## config.mk

```make
export PLATFORM = sky130hd
export DESIGN_NAME = scalar_core
export DESIGN_NICKNAME = d
export VERILOG_FILES = /design/src/scalar_core_pkg.sv /design/src/exec_stage.sv /design/src/fetch_stage.sv /design/src/instr_mem.sv /design/src/issue_stage.sv /design/src/reg_read_stage.sv /design/src/scalar_core.sv
export SDC_FILE = /design/constraint.sdc
export NUM_CORES = 2
export LEC_CHECK = 0
export ABC_AREA = 1
export BUFFER_PORTS_ARGS = -buffer_cell sky130_fd_sc_hd__buf_4
export CAP_MARGIN = 20
export CORE_MARGIN = 2
export CORE_UTILIZATION = 35
export DETAILED_ROUTE_END_ITERATION = 16
export PLACE_DENSITY = 0.55
export SETUP_SLACK_MARGIN = 0.2
export SLEW_MARGIN = 25
export SYNTH_ARGS = -nofsm -noshare
export SYNTH_HDL_FRONTEND = slang
export SYNTH_SLANG_ARGS = --single-unit
export TNS_END_PERCENT = 50
```

## constraint.sdc

```tcl
create_clock -name clock -period 7 [get_ports clock]
set_input_delay 1.4 -clock clock [delete_from_list [all_inputs] [get_ports clock]]
set_output_delay 1.4 -clock clock [all_outputs]
set_load 0.01 [all_outputs]
```

## src/scalar_core_pkg.sv

```systemverilog
// Shared types of the scalar core; instr_t is 32 bits wide and opcodes 13 to 15 behave as NOP
package scalar_core_pkg;

	typedef logic [31:0] data_t;
	typedef logic [3:0]  reg_idx_t;
	typedef logic [15:0] imm_t;

	typedef enum logic [3:0] {
		OP_NOP  = 4'd0,
		OP_ADDI = 4'd1,
		OP_ADD  = 4'd2,
		OP_SUB  = 4'd3,
		OP_AND  = 4'd4,
		OP_OR   = 4'd5,
		OP_XOR  = 4'd6,
		OP_SHL  = 4'd7,
		OP_CMP  = 4'd8,
		OP_JMP  = 4'd9,
		OP_BRZ  = 4'd10,
		OP_OUT  = 4'd11,
		OP_HALT = 4'd12
	} opcode_t;

	typedef struct packed {
		logic zero;
		logic negative;
	} status_t;

	// Instruction word as stored in the instruction memory
	typedef struct packed {
		opcode_t  opcode;
		reg_idx_t dst;
		reg_idx_t src1;
		reg_idx_t src2;
		imm_t     imm;
	} instr_t;

	// Issue to register read
	typedef struct packed {
		logic     valid;
		opcode_t  opcode;
		reg_idx_t dst;
		reg_idx_t src1;
		reg_idx_t src2;
		imm_t     imm;
	} issue_cmd_t;

	// Register read to execute
	typedef struct packed {
		logic     valid;
		opcode_t  opcode;
		reg_idx_t dst;
		data_t    operand1;
		data_t    operand2;
		imm_t     imm;
	} exec_cmd_t;

	typedef struct packed {
		logic     valid;
		reg_idx_t dst;
		data_t    data;
	} wb_t;

	function automatic logic writes_reg(opcode_t op);
		return op inside {OP_ADDI, OP_ADD, OP_SUB, OP_AND, OP_OR, OP_XOR, OP_SHL};
	endfunction

	function automatic logic reads_src1(opcode_t op);
		return op inside {OP_ADDI, OP_ADD, OP_SUB, OP_AND, OP_OR, OP_XOR, OP_SHL,
			OP_CMP, OP_OUT};
	endfunction

	function automatic logic reads_src2(opcode_t op);
		return op inside {OP_ADD, OP_SUB, OP_AND, OP_OR, OP_XOR, OP_SHL, OP_CMP};
	endfunction

endpackage

```

## src/exec_stage.sv

```systemverilog
// Negative flag is the sign bit of src1 - src2, so signed overflow is not corrected
`timescale 1ns/1ps

module exec_stage
	import scalar_core_pkg::*;
(
	input  logic      clock,
	input  logic      reset,
	input  exec_cmd_t exec_cmd,
	output wb_t       wb,
	output status_t   status,
	output logic      status_written,
	output data_t     scalar_data,
	output logic      scalar_valid,
	output logic      term
);

	data_t imm_ext;
	data_t diff;
	data_t result;
	logic is_cmp;
	logic is_out;

	assign imm_ext = {{16{exec_cmd.imm[15]}}, exec_cmd.imm};
	assign diff    = exec_cmd.operand1 - exec_cmd.operand2;
	assign is_cmp  = exec_cmd.valid && exec_cmd.opcode == OP_CMP;
	assign is_out  = exec_cmd.valid && exec_cmd.opcode == OP_OUT;

	//////////////////////////////////////////////////
	// Integer ALU
	//////////////////////////////////////////////////
	always_comb begin
		case (exec_cmd.opcode)
			OP_ADDI: result = exec_cmd.operand1 + imm_ext;
			OP_ADD:  result = exec_cmd.operand1 + exec_cmd.operand2;
			OP_SUB:  result = diff;
			OP_AND:  result = exec_cmd.operand1 & exec_cmd.operand2;
			OP_OR:   result = exec_cmd.operand1 | exec_cmd.operand2;
			OP_XOR:  result = exec_cmd.operand1 ^ exec_cmd.operand2;
			OP_SHL:  result = exec_cmd.operand1 << exec_cmd.operand2[4:0];
			default: result = '0;
		endcase
	end

	always_ff @(posedge clock) begin
		if (reset) begin
			wb             <= '0;
			status         <= '0;
			status_written <= 1'b0;
			scalar_valid   <= 1'b0;
			term           <= 1'b0;
		end else begin
			wb.valid       <= exec_cmd.valid & writes_reg(exec_cmd.opcode);
			wb.dst         <= exec_cmd.dst;
			wb.data        <= result;
			status_written <= is_cmp;
			scalar_valid   <= is_out;
			term           <= exec_cmd.valid && exec_cmd.opcode == OP_HALT;
			// Flags change only on compare
			if (is_cmp) begin
				status.zero     <= (diff == '0);
				status.negative <= diff[31];
			end
		end
	end

	// Output value holds until the next OUT
	always_ff @(posedge clock) begin
		if (is_out)
			scalar_data <= exec_cmd.operand1;
	end

endmodule

```

## src/fetch_stage.sv

```systemverilog
// Branch targets use only the low address bits of the immediate; start restarts at address 0
`timescale 1ns/1ps

module fetch_stage
	import scalar_core_pkg::*;
#(
	parameter int IMEM_ADDR_WIDTH = 6
) (
	input  logic                       clock,
	input  logic                       reset,
	input  logic                       start,
	input  logic                       stall,
	input  logic                       redirect,
	input  imm_t                       target,
	input  logic                       halt,
	input  instr_t                     rd_instr,
	output logic                       running,
	output logic                       rd_en,
	output logic [IMEM_ADDR_WIDTH-1:0] rd_addr,
	output logic                       fetch_valid,
	output instr_t                     fetch_instr
);

	// Address of the next read
	logic [IMEM_ADDR_WIDTH-1:0] pc;

	assign rd_en       = running & ~stall;
	assign rd_addr     = pc;
	assign fetch_instr = rd_instr;

	always_ff @(posedge clock) begin
		if (reset) begin
			running     <= 1'b0;
			pc          <= '0;
			fetch_valid <= 1'b0;
		end else if (start) begin
			running     <= 1'b1;
			pc          <= '0;
			fetch_valid <= 1'b0;
		end else if (halt) begin
			running     <= 1'b0;
			fetch_valid <= 1'b0;
		end else if (redirect) begin
			// Drop the read already in flight
			pc          <= target[IMEM_ADDR_WIDTH-1:0];
			fetch_valid <= 1'b0;
		end else if (!stall) begin
			fetch_valid <= running;
			if (running)
				pc <= pc + 1'b1;
		end
	end

endmodule

```

## src/instr_mem.sv

```systemverilog
// Stores append from address 0 after reset only and wrap silently at the array size
`timescale 1ns/1ps

module instr_mem
	import scalar_core_pkg::*;
#(
	parameter int IMEM_ADDR_WIDTH = 6
) (
	input  logic                       clock,
	input  logic                       reset,
	input  logic                       req_st,
	input  instr_t                     st_instr,
	input  logic                       running,
	input  logic                       rd_en,
	input  logic [IMEM_ADDR_WIDTH-1:0] rd_addr,
	output logic                       ack_st,
	output instr_t                     rd_instr
);

	instr_t mem [2**IMEM_ADDR_WIDTH];
	logic [IMEM_ADDR_WIDTH-1:0] st_ptr;
	logic st_en;

	// Stores are only taken while the core is idle
	assign st_en = req_st & ~running;

	always_ff @(posedge clock) begin
		if (reset) begin
			st_ptr <= '0;
			ack_st <= 1'b0;
		end else begin
			ack_st <= st_en;
			if (st_en)
				st_ptr <= st_ptr + 1'b1;
		end
	end

	always_ff @(posedge clock) begin
		if (st_en)
			mem[st_ptr] <= st_instr;
		// Read data holds while fetch is stalled
		if (rd_en)
			rd_instr <= mem[rd_addr];
	end

endmodule

```

## src/issue_stage.sv

```systemverilog
// In-order issue without forwarding; BRZ and CMP wait until no CMP is outstanding
`timescale 1ns/1ps

module issue_stage
	import scalar_core_pkg::*;
(
	input  logic       clock,
	input  logic       reset,
	input  logic       fetch_valid,
	input  instr_t     fetch_instr,
	input  wb_t        wb,
	input  logic       status_written,
	input  status_t    status,
	output logic       stall,
	output logic       redirect,
	output imm_t       target,
	output logic       halt,
	output issue_cmd_t cmd
);

	logic [15:0] busy;
	logic [15:0] busy_now;
	logic status_busy;
	opcode_t op;
	logic hazard;
	logic go;
	logic is_branch;

	assign op = fetch_instr.opcode;

	// A write-back this cycle releases its register in time for the read stage
	assign busy_now = busy & ~((16'(wb.valid)) << wb.dst);

	assign hazard = (reads_src1(op) & busy_now[fetch_instr.src1])
		| (reads_src2(op) & busy_now[fetch_instr.src2])
		| (writes_reg(op) & busy_now[fetch_instr.dst])
		| ((op == OP_CMP || op == OP_BRZ) & status_busy);

	assign stall     = fetch_valid & hazard;
	assign go        = fetch_valid & ~hazard;
	assign is_branch = (op == OP_JMP) || (op == OP_BRZ);

	//////////////////////////////////////////////////
	// Branch resolution and halt
	//////////////////////////////////////////////////
	assign redirect = go & ((op == OP_JMP) | ((op == OP_BRZ) & status.zero));
	assign target   = fetch_instr.imm;
	assign halt     = go & (op == OP_HALT);

	// Set wins over clear on the same register
	always_ff @(posedge clock) begin
		if (reset) begin
			busy        <= '0;
			status_busy <= 1'b0;
		end else begin
			if (wb.valid)
				busy[wb.dst] <= 1'b0;
			if (go && writes_reg(op))
				busy[fetch_instr.dst] <= 1'b1;
			if (status_written)
				status_busy <= 1'b0;
			if (go && op == OP_CMP)
				status_busy <= 1'b1;
		end
	end

	// Branches leave as NOP tokens
	always_ff @(posedge clock) begin
		if (reset) begin
			cmd <= '0;
		end else begin
			cmd.valid  <= go;
			cmd.opcode <= is_branch ? OP_NOP : op;
			cmd.dst    <= fetch_instr.dst;
			cmd.src1   <= fetch_instr.src1;
			cmd.src2   <= fetch_instr.src2;
			cmd.imm    <= fetch_instr.imm;
		end
	end

endmodule

```

## src/reg_read_stage.sv

```systemverilog
// Sixteen registers in two banks of eight, all cleared by reset; reads see a same-cycle write
`timescale 1ns/1ps

module reg_read_stage
	import scalar_core_pkg::*;
(
	input  logic       clock,
	input  logic       reset,
	input  issue_cmd_t cmd,
	input  wb_t        wb,
	output exec_cmd_t  exec_cmd
);

	data_t bank_even [8];
	data_t bank_odd  [8];
	data_t operand1;
	data_t operand2;

	// Write-first read of one register
	function automatic data_t read_reg(reg_idx_t idx);
		data_t value;
		if (wb.valid && wb.dst == idx)
			value = wb.data;
		else if (idx[0])
			value = bank_odd[idx[3:1]];
		else
			value = bank_even[idx[3:1]];
		return value;
	endfunction

	//////////////////////////////////////////////////
	// Write-back into the bank picked by bit 0
	//////////////////////////////////////////////////
	always_ff @(posedge clock) begin
		if (reset) begin
			for (int i = 0; i < 8; i++) begin
				bank_even[i] <= '0;
				bank_odd[i]  <= '0;
			end
		end else if (wb.valid) begin
			if (wb.dst[0])
				bank_odd[wb.dst[3:1]] <= wb.data;
			else
				bank_even[wb.dst[3:1]] <= wb.data;
		end
	end

	always_comb begin
		operand1 = read_reg(cmd.src1);
		operand2 = read_reg(cmd.src2);
	end

	// Operand register toward execute
	always_ff @(posedge clock) begin
		if (reset) begin
			exec_cmd <= '0;
		end else begin
			exec_cmd.valid    <= cmd.valid;
			exec_cmd.opcode   <= cmd.opcode;
			exec_cmd.dst      <= cmd.dst;
			exec_cmd.operand1 <= operand1;
			exec_cmd.operand2 <= operand2;
			exec_cmd.imm      <= cmd.imm;
		end
	end

endmodule

```

## src/scalar_core.sv

```systemverilog
// No back-pressure on the outputs; stores are ignored while a program runs
`timescale 1ns/1ps

module scalar_core
	import scalar_core_pkg::*;
#(
	parameter int IMEM_ADDR_WIDTH = 6
) (
	input  logic    clock,
	input  logic    reset,
	input  logic    req_st,
	input  instr_t  st_instr,
	output logic    ack_st,
	input  logic    start,
	output logic    term,
	output data_t   scalar_data,
	output logic    scalar_valid,
	output status_t status
);

	logic running;
	logic rd_en;
	logic [IMEM_ADDR_WIDTH-1:0] rd_addr;
	instr_t rd_instr;
	logic fetch_valid;
	instr_t fetch_instr;
	logic stall;
	logic redirect;
	imm_t target;
	logic halt;
	issue_cmd_t issue_cmd;
	exec_cmd_t exec_cmd;
	wb_t wb;
	logic status_written;

	instr_mem #(.IMEM_ADDR_WIDTH(IMEM_ADDR_WIDTH)) instr_mem_i (
		.clock(clock), .reset(reset), .req_st(req_st), .st_instr(st_instr),
		.running(running), .rd_en(rd_en), .rd_addr(rd_addr),
		.ack_st(ack_st), .rd_instr(rd_instr)
	);

	fetch_stage #(.IMEM_ADDR_WIDTH(IMEM_ADDR_WIDTH)) fetch_stage_i (
		.clock(clock), .reset(reset), .start(start), .stall(stall),
		.redirect(redirect), .target(target), .halt(halt), .rd_instr(rd_instr),
		.running(running), .rd_en(rd_en), .rd_addr(rd_addr),
		.fetch_valid(fetch_valid), .fetch_instr(fetch_instr)
	);

	issue_stage issue_stage_i (
		.clock(clock), .reset(reset), .fetch_valid(fetch_valid),
		.fetch_instr(fetch_instr), .wb(wb), .status_written(status_written),
		.status(status), .stall(stall), .redirect(redirect), .target(target),
		.halt(halt), .cmd(issue_cmd)
	);

	reg_read_stage reg_read_stage_i (
		.clock(clock), .reset(reset), .cmd(issue_cmd), .wb(wb), .exec_cmd(exec_cmd)
	);

	exec_stage exec_stage_i (
		.clock(clock), .reset(reset), .exec_cmd(exec_cmd), .wb(wb), .status(status),
		.status_written(status_written), .scalar_data(scalar_data),
		.scalar_valid(scalar_valid), .term(term)
	);

endmodule

```

# Word-level counts from Yosys, hierarchy flattened
# Memories as Yosys holds them, arrays and structs flattened. A register that Yosys moved wholly into a read port is not among the register bits.
# Cells that the tools add are included.
# op_classes
n_addsub	5
magnitude_cmp	6
n_eq_ne	25
shifts	2
mux	47
bitwise_logic	28
reduce_logical	25
# ops
cell	n
$pmux 32 s7	1
$mux 32	6
$add 32x32->32	2
$reduce_or 32->1	2
$mux 16	3
$and 16x16->16	2
$and 32x32->32	1
$eq 4x3->1 const B	8
$eq 4x4->1 const B	8
$logic_not 32->1	1
$not 16->16	2
$or 32x32->32	1
$shl 32x5->32	1
$sub 32x32->32	1
$xor 32x32->32	1
$mux 1	23
$reduce_bool 7->1	3
$lt 4x5->1 const B	4
$mux 3	6
$mux 6	3
$eq 4x2->1 const B	4
$or 16x16->16	1
$shl 1x4->16	1
$add 6x1->6 const B	2
16 further kinds	51
# word_totals
regBits	228
ram_bits	2560
input_bits	36
out_inout_bits	37
elab_cells	169
mem_count	3
# mem_list
memory	words	width	rd	rd_ports_with_merged_regs	write_ports	line_no	rtl
instr_mem_i.mem	64	32	1	1	1	instr_mem.sv:20	instr_t mem [2**IMEM_ADDR_WIDTH];
reg_read_stage_i.bank_even	8	32	2	2	8	reg_read_stage.sv:14	data_t bank_even [8];
reg_read_stage_i.bank_odd	8	32	2	2	8	reg_read_stage.sv:15	data_t bank_odd [8];

# Depth between registers and ports, before layout
# logic_depth
word_depth	14
depth_mapped	23
depth_no_buf	21

# Cells and area by module
# Synthesis repeated with hierarchy kept, for this count alone.
# hier_totals
cells_unflattened	13358
area_unflattened_um2	129751.9
# modules_own_cells
mod	instances	cells_per_inst	area_each_um2	seq_area_each_um2
instr_mem	1	6804	83247.3	62600.0
reg_read_stage	1	4334	32687.6	17156.5
exec_stage	1	1741	10470.0	1801.7
issue_stage	1	376	2600.0	1001.0
fetch_stage	1	103	747.0	160.2

# Worst setup path before layout
# No wires, ideal clock.
# synth_timing
path_kind	input -> register
start	input req_st
end	memory instr_mem_i.mem[31][0] in the netlist's numbering (enable)
setup_time_ns	0.501
arrival_ns	4.963
t_required_ns	6.499
slack_ns	1.536
path_stages	6
n_path_buf	0
path_cell_list	nand2_1 -> inv_1 -> nand2_1 -> nor2_1 -> inv_1 -> nor4_1
# synth_between
elab_chain_len	3
# synth_lines
element	line_no	rtl
start, declared	scalar_core.sv:11	input logic req_st,
$and 1x1->1	instr_mem.sv:25	assign st_en = req_st & ~running;
$mux 1	instr_mem.sv:39	if (st_en)
$mux 1 (not written as such)	instr_mem.sv:40	mem[st_ptr] <= st_instr;
end, declared	instr_mem.sv:20	
# No other way between the ends.

# Final worst setup path
# layout_timing
start	register issue_stage_i.cmd[19] (netlist name)
end	register reg_read_stage_i.exec_cmd[23] (netlist name)
# layout_between
elab_chain_len	3
# layout_lines
element	line_no	rtl
$eq 4x4->1	reg_read_stage.sv:22	if (wb.valid && wb.dst == idx)
$logic_and 1x1->1	reg_read_stage.sv:22	
$mux 32	reg_read_stage.sv:22	
# No other way between the ends.
# A chain may end at the register's enable or synchronous reset.

==> impl_results.md <==
- Met3 track utilization from global routing: 3.400%
- P&R area growth vs syn: 12.49%
- Worst max-slew margin expressed relative to the limit: 17.86%
- Clock transition at the registers of the reported paths: 0.06 ns
- End point of the worst hold path: reg_read_stage_i.exec_cmd[88]
- Number of cell rows: 217
- Power Density: 277.3 nW/um2
- Worst reg2reg path startpoint: issue_stage_i.cmd[19]
- Via density per instance: 5.676
- Global-route wire length before repair: 594.8 mm
- Measured slew at the worst slew-check pin: 1.226 ns
- Total gr overflow: 0
- Library cell used as clock root buffer: sky130_fd_sc_hd__clkbuf_16
- Post-detailed-routing wire length: 412.8 mm
- Total of fill cells in the finished design: 33410
- Clock tree buffer depth: 4
- Arrival time of the worst setup path: 4.73 ns
- Net count reported at finish: 11080
- Gate count after technology mapping: 11150
- Primary FF master, synth: sky130_fd_sc_hd__edfxtp_1
- Die boundary width: 596.9 um
- # clock sinks: 2820
- Cell area after synthesis: 123100 um2
- Worst-case reg-to-reg path depth: 8
- Area enclosed by the die boundary: 356300 um2
- RSZ-0062 raised after global routing: no
- Avg WL per Cell: 26.21 um
- Worst-path fanout max: 34
- #FFs+latches synth: 2820
- Post-synthesis async set-or-reset flop share: 0%
- Post-route DRC violation count: 0
- Final worst setup slack: 3.014 ns
- Syn Area/Cell: 11.04 um2
- Hold Path Depth: 2
- Slack of the worst reg-to-reg path: 3.01 ns
- Share of post-route cells with drive strength above 1: 7.564%
- Detailed Place HPWL: 240.4 mm
- Required arrival time at the worst endpoint: 7.74 ns
- Depth of the CTS H-tree: 5
- Count of boundary I/O pins: 73
- Number of endpoints failing setup at the final stage: 0
- Setup TNS: 0 ns
- Clock latency on the worst-skew pair: 0.92 ns
- Initial Util: 35.19%
- Number of global-route vias before repair: 85660
- Met1 Use GR: 29.80%
- Number of iterations in the first detailed-routing pass: 6
- Fin crit share: 56.94%
- Die extent in y: 596.9 um
- Pre-CTS setup slack: 2.558 ns
- Iter 0 DRT Violations: 10270
- CTS Hold Bufs: 0
- GR peak layer: met2
- Time the final worst path needs with I/O delays and setup: 3.986 ns
- Maximum number of pins on one net before global-route repair: 201
- Critical path startpoint category: flop
- Global routing usage summed across all routing layers: 22.44%
- Number of port buffers: 72
- Resize count post-CTS: 0
- Initial antenna violation count: 11
- Overall via count from detail_route: 89390
- Worst hold-check path type: flop to flop
- Ys Warns: 0
- Worst clock skew: 0.07750 ns
- Routability Congestion: 0.9284
- Status: completed
- Met2 track demand over resource in global routing: 36.20%
- Number of nets with antenna violations after detailed routing: 0
- Fmax achieved: 250.9 MHz
- Count of max-cap constraint violations: 0
- RR Endpoint: reg_read_stage_i.exec_cmd[23]
- Cell variety after synth: 54
- Crit end category: flop
- Synth Net Count: 11320
- Seq/Total Area, Yosys: 67.22%
- Leakage power: 46.16 nW
- Path type of the worst setup path: flop to flop
- Core Box Area: 349700 um2
- Start point of the worst min-delay path: issue_stage_i.cmd[32]
- Number of setup buffers added after CTS: 0
- Worst vdd rail ir drop: 0.0002034 V
- Number of endpoints with negative hold slack in the final report: 0
- Clock tree from TritonCTS: done
- Number of max-slew violations in the final report: 0
- Post-synth EDFFs: 2624
- Total CTS buffers: 304
[placed cells by master (no fill, tap or decap), drive strengths merged, types with 7 or more instances in the layout]
| master | instances |
|---|---|
| o21bai | 12 |
| inv | 672 |
| a31oi | 170 |
| ha | 134 |
| a21o | 9 |
| o2111ai | 11 |
| a21oi | 544 |
| dfxtp | 196 |
| clkinvlp | 8 |
| a211oi | 7 |
| o31ai | 65 |
| nor2 | 1875 |
| o211ai | 328 |
| o22ai | 326 |
| xor2 | 24 |
| clkinv | 133 |
| o221ai | 207 |
| nand2 | 1054 |
| or2 | 7 |
| o21ai | 1472 |
| clkbuf | 400 |
| a32o | 31 |
| nand4 | 40 |
| edfxtp | 2624 |
| a221oi | 12 |
| bufinv | 19 |
| nor4 | 9 |
| nor3 | 27 |
| nand3 | 410 |
| buf | 266 |
| mux2i | 16 |
[layer usage]
metal / part of all wire (%) / vias to the layer above
li1: - / 39860
met1: 41 / 44640
met2: 47 / 4056
met3: 7.7 / 826
met4: 4.9 / 4
met5: 0.0056 / -
[final cells by class]
type / instances / area [um2] / area share [%]
flip-flops and latches: 2820 / 82760 / 59.78
multi-input cells: 6827 / 35330 / 25.52
clock buffers: 400 / 8229 / 5.945
well taps: 4599 / 5754 / 4.157
inverters: 688 / 2613 / 1.887
repair buffers: 266 / 2409 / 1.740
clock inverters: 144 / 1324 / 0.9563
diodes: 4 / 10.01 / 0.007231
[flip-flops by register name, indices dropped and copies added, names as in the netlist, 2 cells and up]
signal                      cells
exec_stage_i.scalar_data       32
exec_stage_i.status             2
exec_stage_i.wb                37
fetch_stage_i.rd_addr           6
instr_mem_i.mem              2048
instr_mem_i.rd_instr           32
instr_mem_i.st_ptr              6
issue_stage_i.busy             16
issue_stage_i.cmd              33
reg_read_stage_i.bank_even    256
reg_read_stage_i.bank_odd     256
reg_read_stage_i.exec_cmd      89
[worst max path at each step]
| stage | cells past startpoint | slack [ns] | startpoint | endpoint |
|---|---|---|---|---|
| after floorplan | 6 | 1.54 | req_st | instr_mem_i.mem[31][0] |
| after global placement | 6 | 2.61 | req_st | instr_mem_i.mem[62][1] |
| after detailed placement | 6 | 2.56 | req_st | instr_mem_i.mem[62][8] |
| after CTS | 7 | 3.12 | issue_stage_i.cmd[21] | reg_read_stage_i.exec_cmd[58] |
| after global routing | 17 | 2.76 | reg_read_stage_i.exec_cmd[85] | exec_stage_i.wb[24] |
| final | 8 | 3.01 | issue_stage_i.cmd[19] | reg_read_stage_i.exec_cmd[23] |
[report_power, final]
| part | internal (W) | switching [W] |
|---|---|---|
| combinational | 0.000958 | 0.00282 |
| clock | 0.00900 | 0.00667 |
| sequential | 0.0186 | 0.000281 |
| total | 0.0286 | 0.00978 |
[stage by stage]
step	util (%)	power, W	hold slack (ns)	cells	instance area, um2
2_1_floorplan	-	0.02133	0.3883	11150	123100
3_3_place_gp	36.76	0.02300	0.3894	15190	128600
3_5_place_dp	36.85	0.02302	0.3945	15200	128900
4_1_cts	39.58	0.03861	0.3977	15740	138400
5_1_grt	39.58	0.03962	0.4167	15750	138400
6_report	39.58	0.03838	0.3964	15750	138400
[logic make-up after synthesis]
family | after synthesis | synth area share (%)
AOI/OAI and AO/OA | 3215 | 15.33
xor gates and xnor gates | 30 | 0.2135
adders and majority gates | 136 | 1.395
buffers and inverters | 1498 | 4.595
DFF | 2820 | 67.22
muxes | 16 | 0.1301
and+or+nand+nor | 3430 | 11.12
[cell usage after synthesis, types with 5 or more instances]
cell / n / area share [%]
sky130_fd_sc_hd__o21a_1: 6 / 0.037
sky130_fd_sc_hd__nand2_1: 1051 / 3.2
sky130_fd_sc_hd__nor4_1: 9 / 0.046
sky130_fd_sc_hd__buf_1: 61 / 0.19
sky130_fd_sc_hd__o2111ai_1: 11 / 0.078
sky130_fd_sc_hd__clkbuf_1: 737 / 2.2
sky130_fd_sc_hd__nand4_1: 40 / 0.20
sky130_fd_sc_hd__dfxtp_1: 196 / 3.2
sky130_fd_sc_hd__a221oi_1: 11 / 0.078
sky130_fd_sc_hd__nor3_1: 27 / 0.11
sky130_fd_sc_hd__mux2i_1: 16 / 0.13
sky130_fd_sc_hd__o31ai_1: 65 / 0.40
sky130_fd_sc_hd__o221ai_1: 207 / 1.5
sky130_fd_sc_hd__o211ai_1: 328 / 2.0
sky130_fd_sc_hd__buf_2: 8 / 0.033
sky130_fd_sc_hd__xnor2_1: 6 / 0.043
sky130_fd_sc_hd__o21bai_1: 12 / 0.073
sky130_fd_sc_hd__nand3_2: 5 / 0.041
sky130_fd_sc_hd__inv_2: 18 / 0.055
sky130_fd_sc_hd__a21oi_1: 544 / 2.2
sky130_fd_sc_hd__a21o_1: 9 / 0.055
sky130_fd_sc_hd__ha_1: 134 / 1.4
sky130_fd_sc_hd__inv_1: 633 / 1.9
sky130_fd_sc_hd__nand3_1: 405 / 1.6
sky130_fd_sc_hd__xor2_1: 24 / 0.17
sky130_fd_sc_hd__o22ai_1: 326 / 1.7
sky130_fd_sc_hd__a211oi_1: 7 / 0.043
sky130_fd_sc_hd__o21ai_0: 1468 / 6.0
sky130_fd_sc_hd__clkinv_1: 36 / 0.11
sky130_fd_sc_hd__a2111oi_0: 5 / 0.036
sky130_fd_sc_hd__nor2_1: 1867 / 5.7
sky130_fd_sc_hd__a32o_1: 31 / 0.25
sky130_fd_sc_hd__edfxtp_1: 2624 / 64
sky130_fd_sc_hd__or2_2: 7 / 0.036
sky130_fd_sc_hd__a31oi_1: 170 / 0.86
[critical path, stage by stage (launching register included)]
cell and delay, ns:
sky130_fd_sc_hd__dfxtp_2 0.32, sky130_fd_sc_hd__buf_4 0.56, sky130_fd_sc_hd__clkinv_1 1.08, sky130_fd_sc_hd__a221oi_4 0.53, sky130_fd_sc_hd__buf_4 0.44, sky130_fd_sc_hd__buf_4 0.51
sky130_fd_sc_hd__a21oi_1 0.12, sky130_fd_sc_hd__o31ai_1 0.12, sky130_fd_sc_hd__inv_1 0.08
Note: power is estimated with default switching activity, not from simulation.
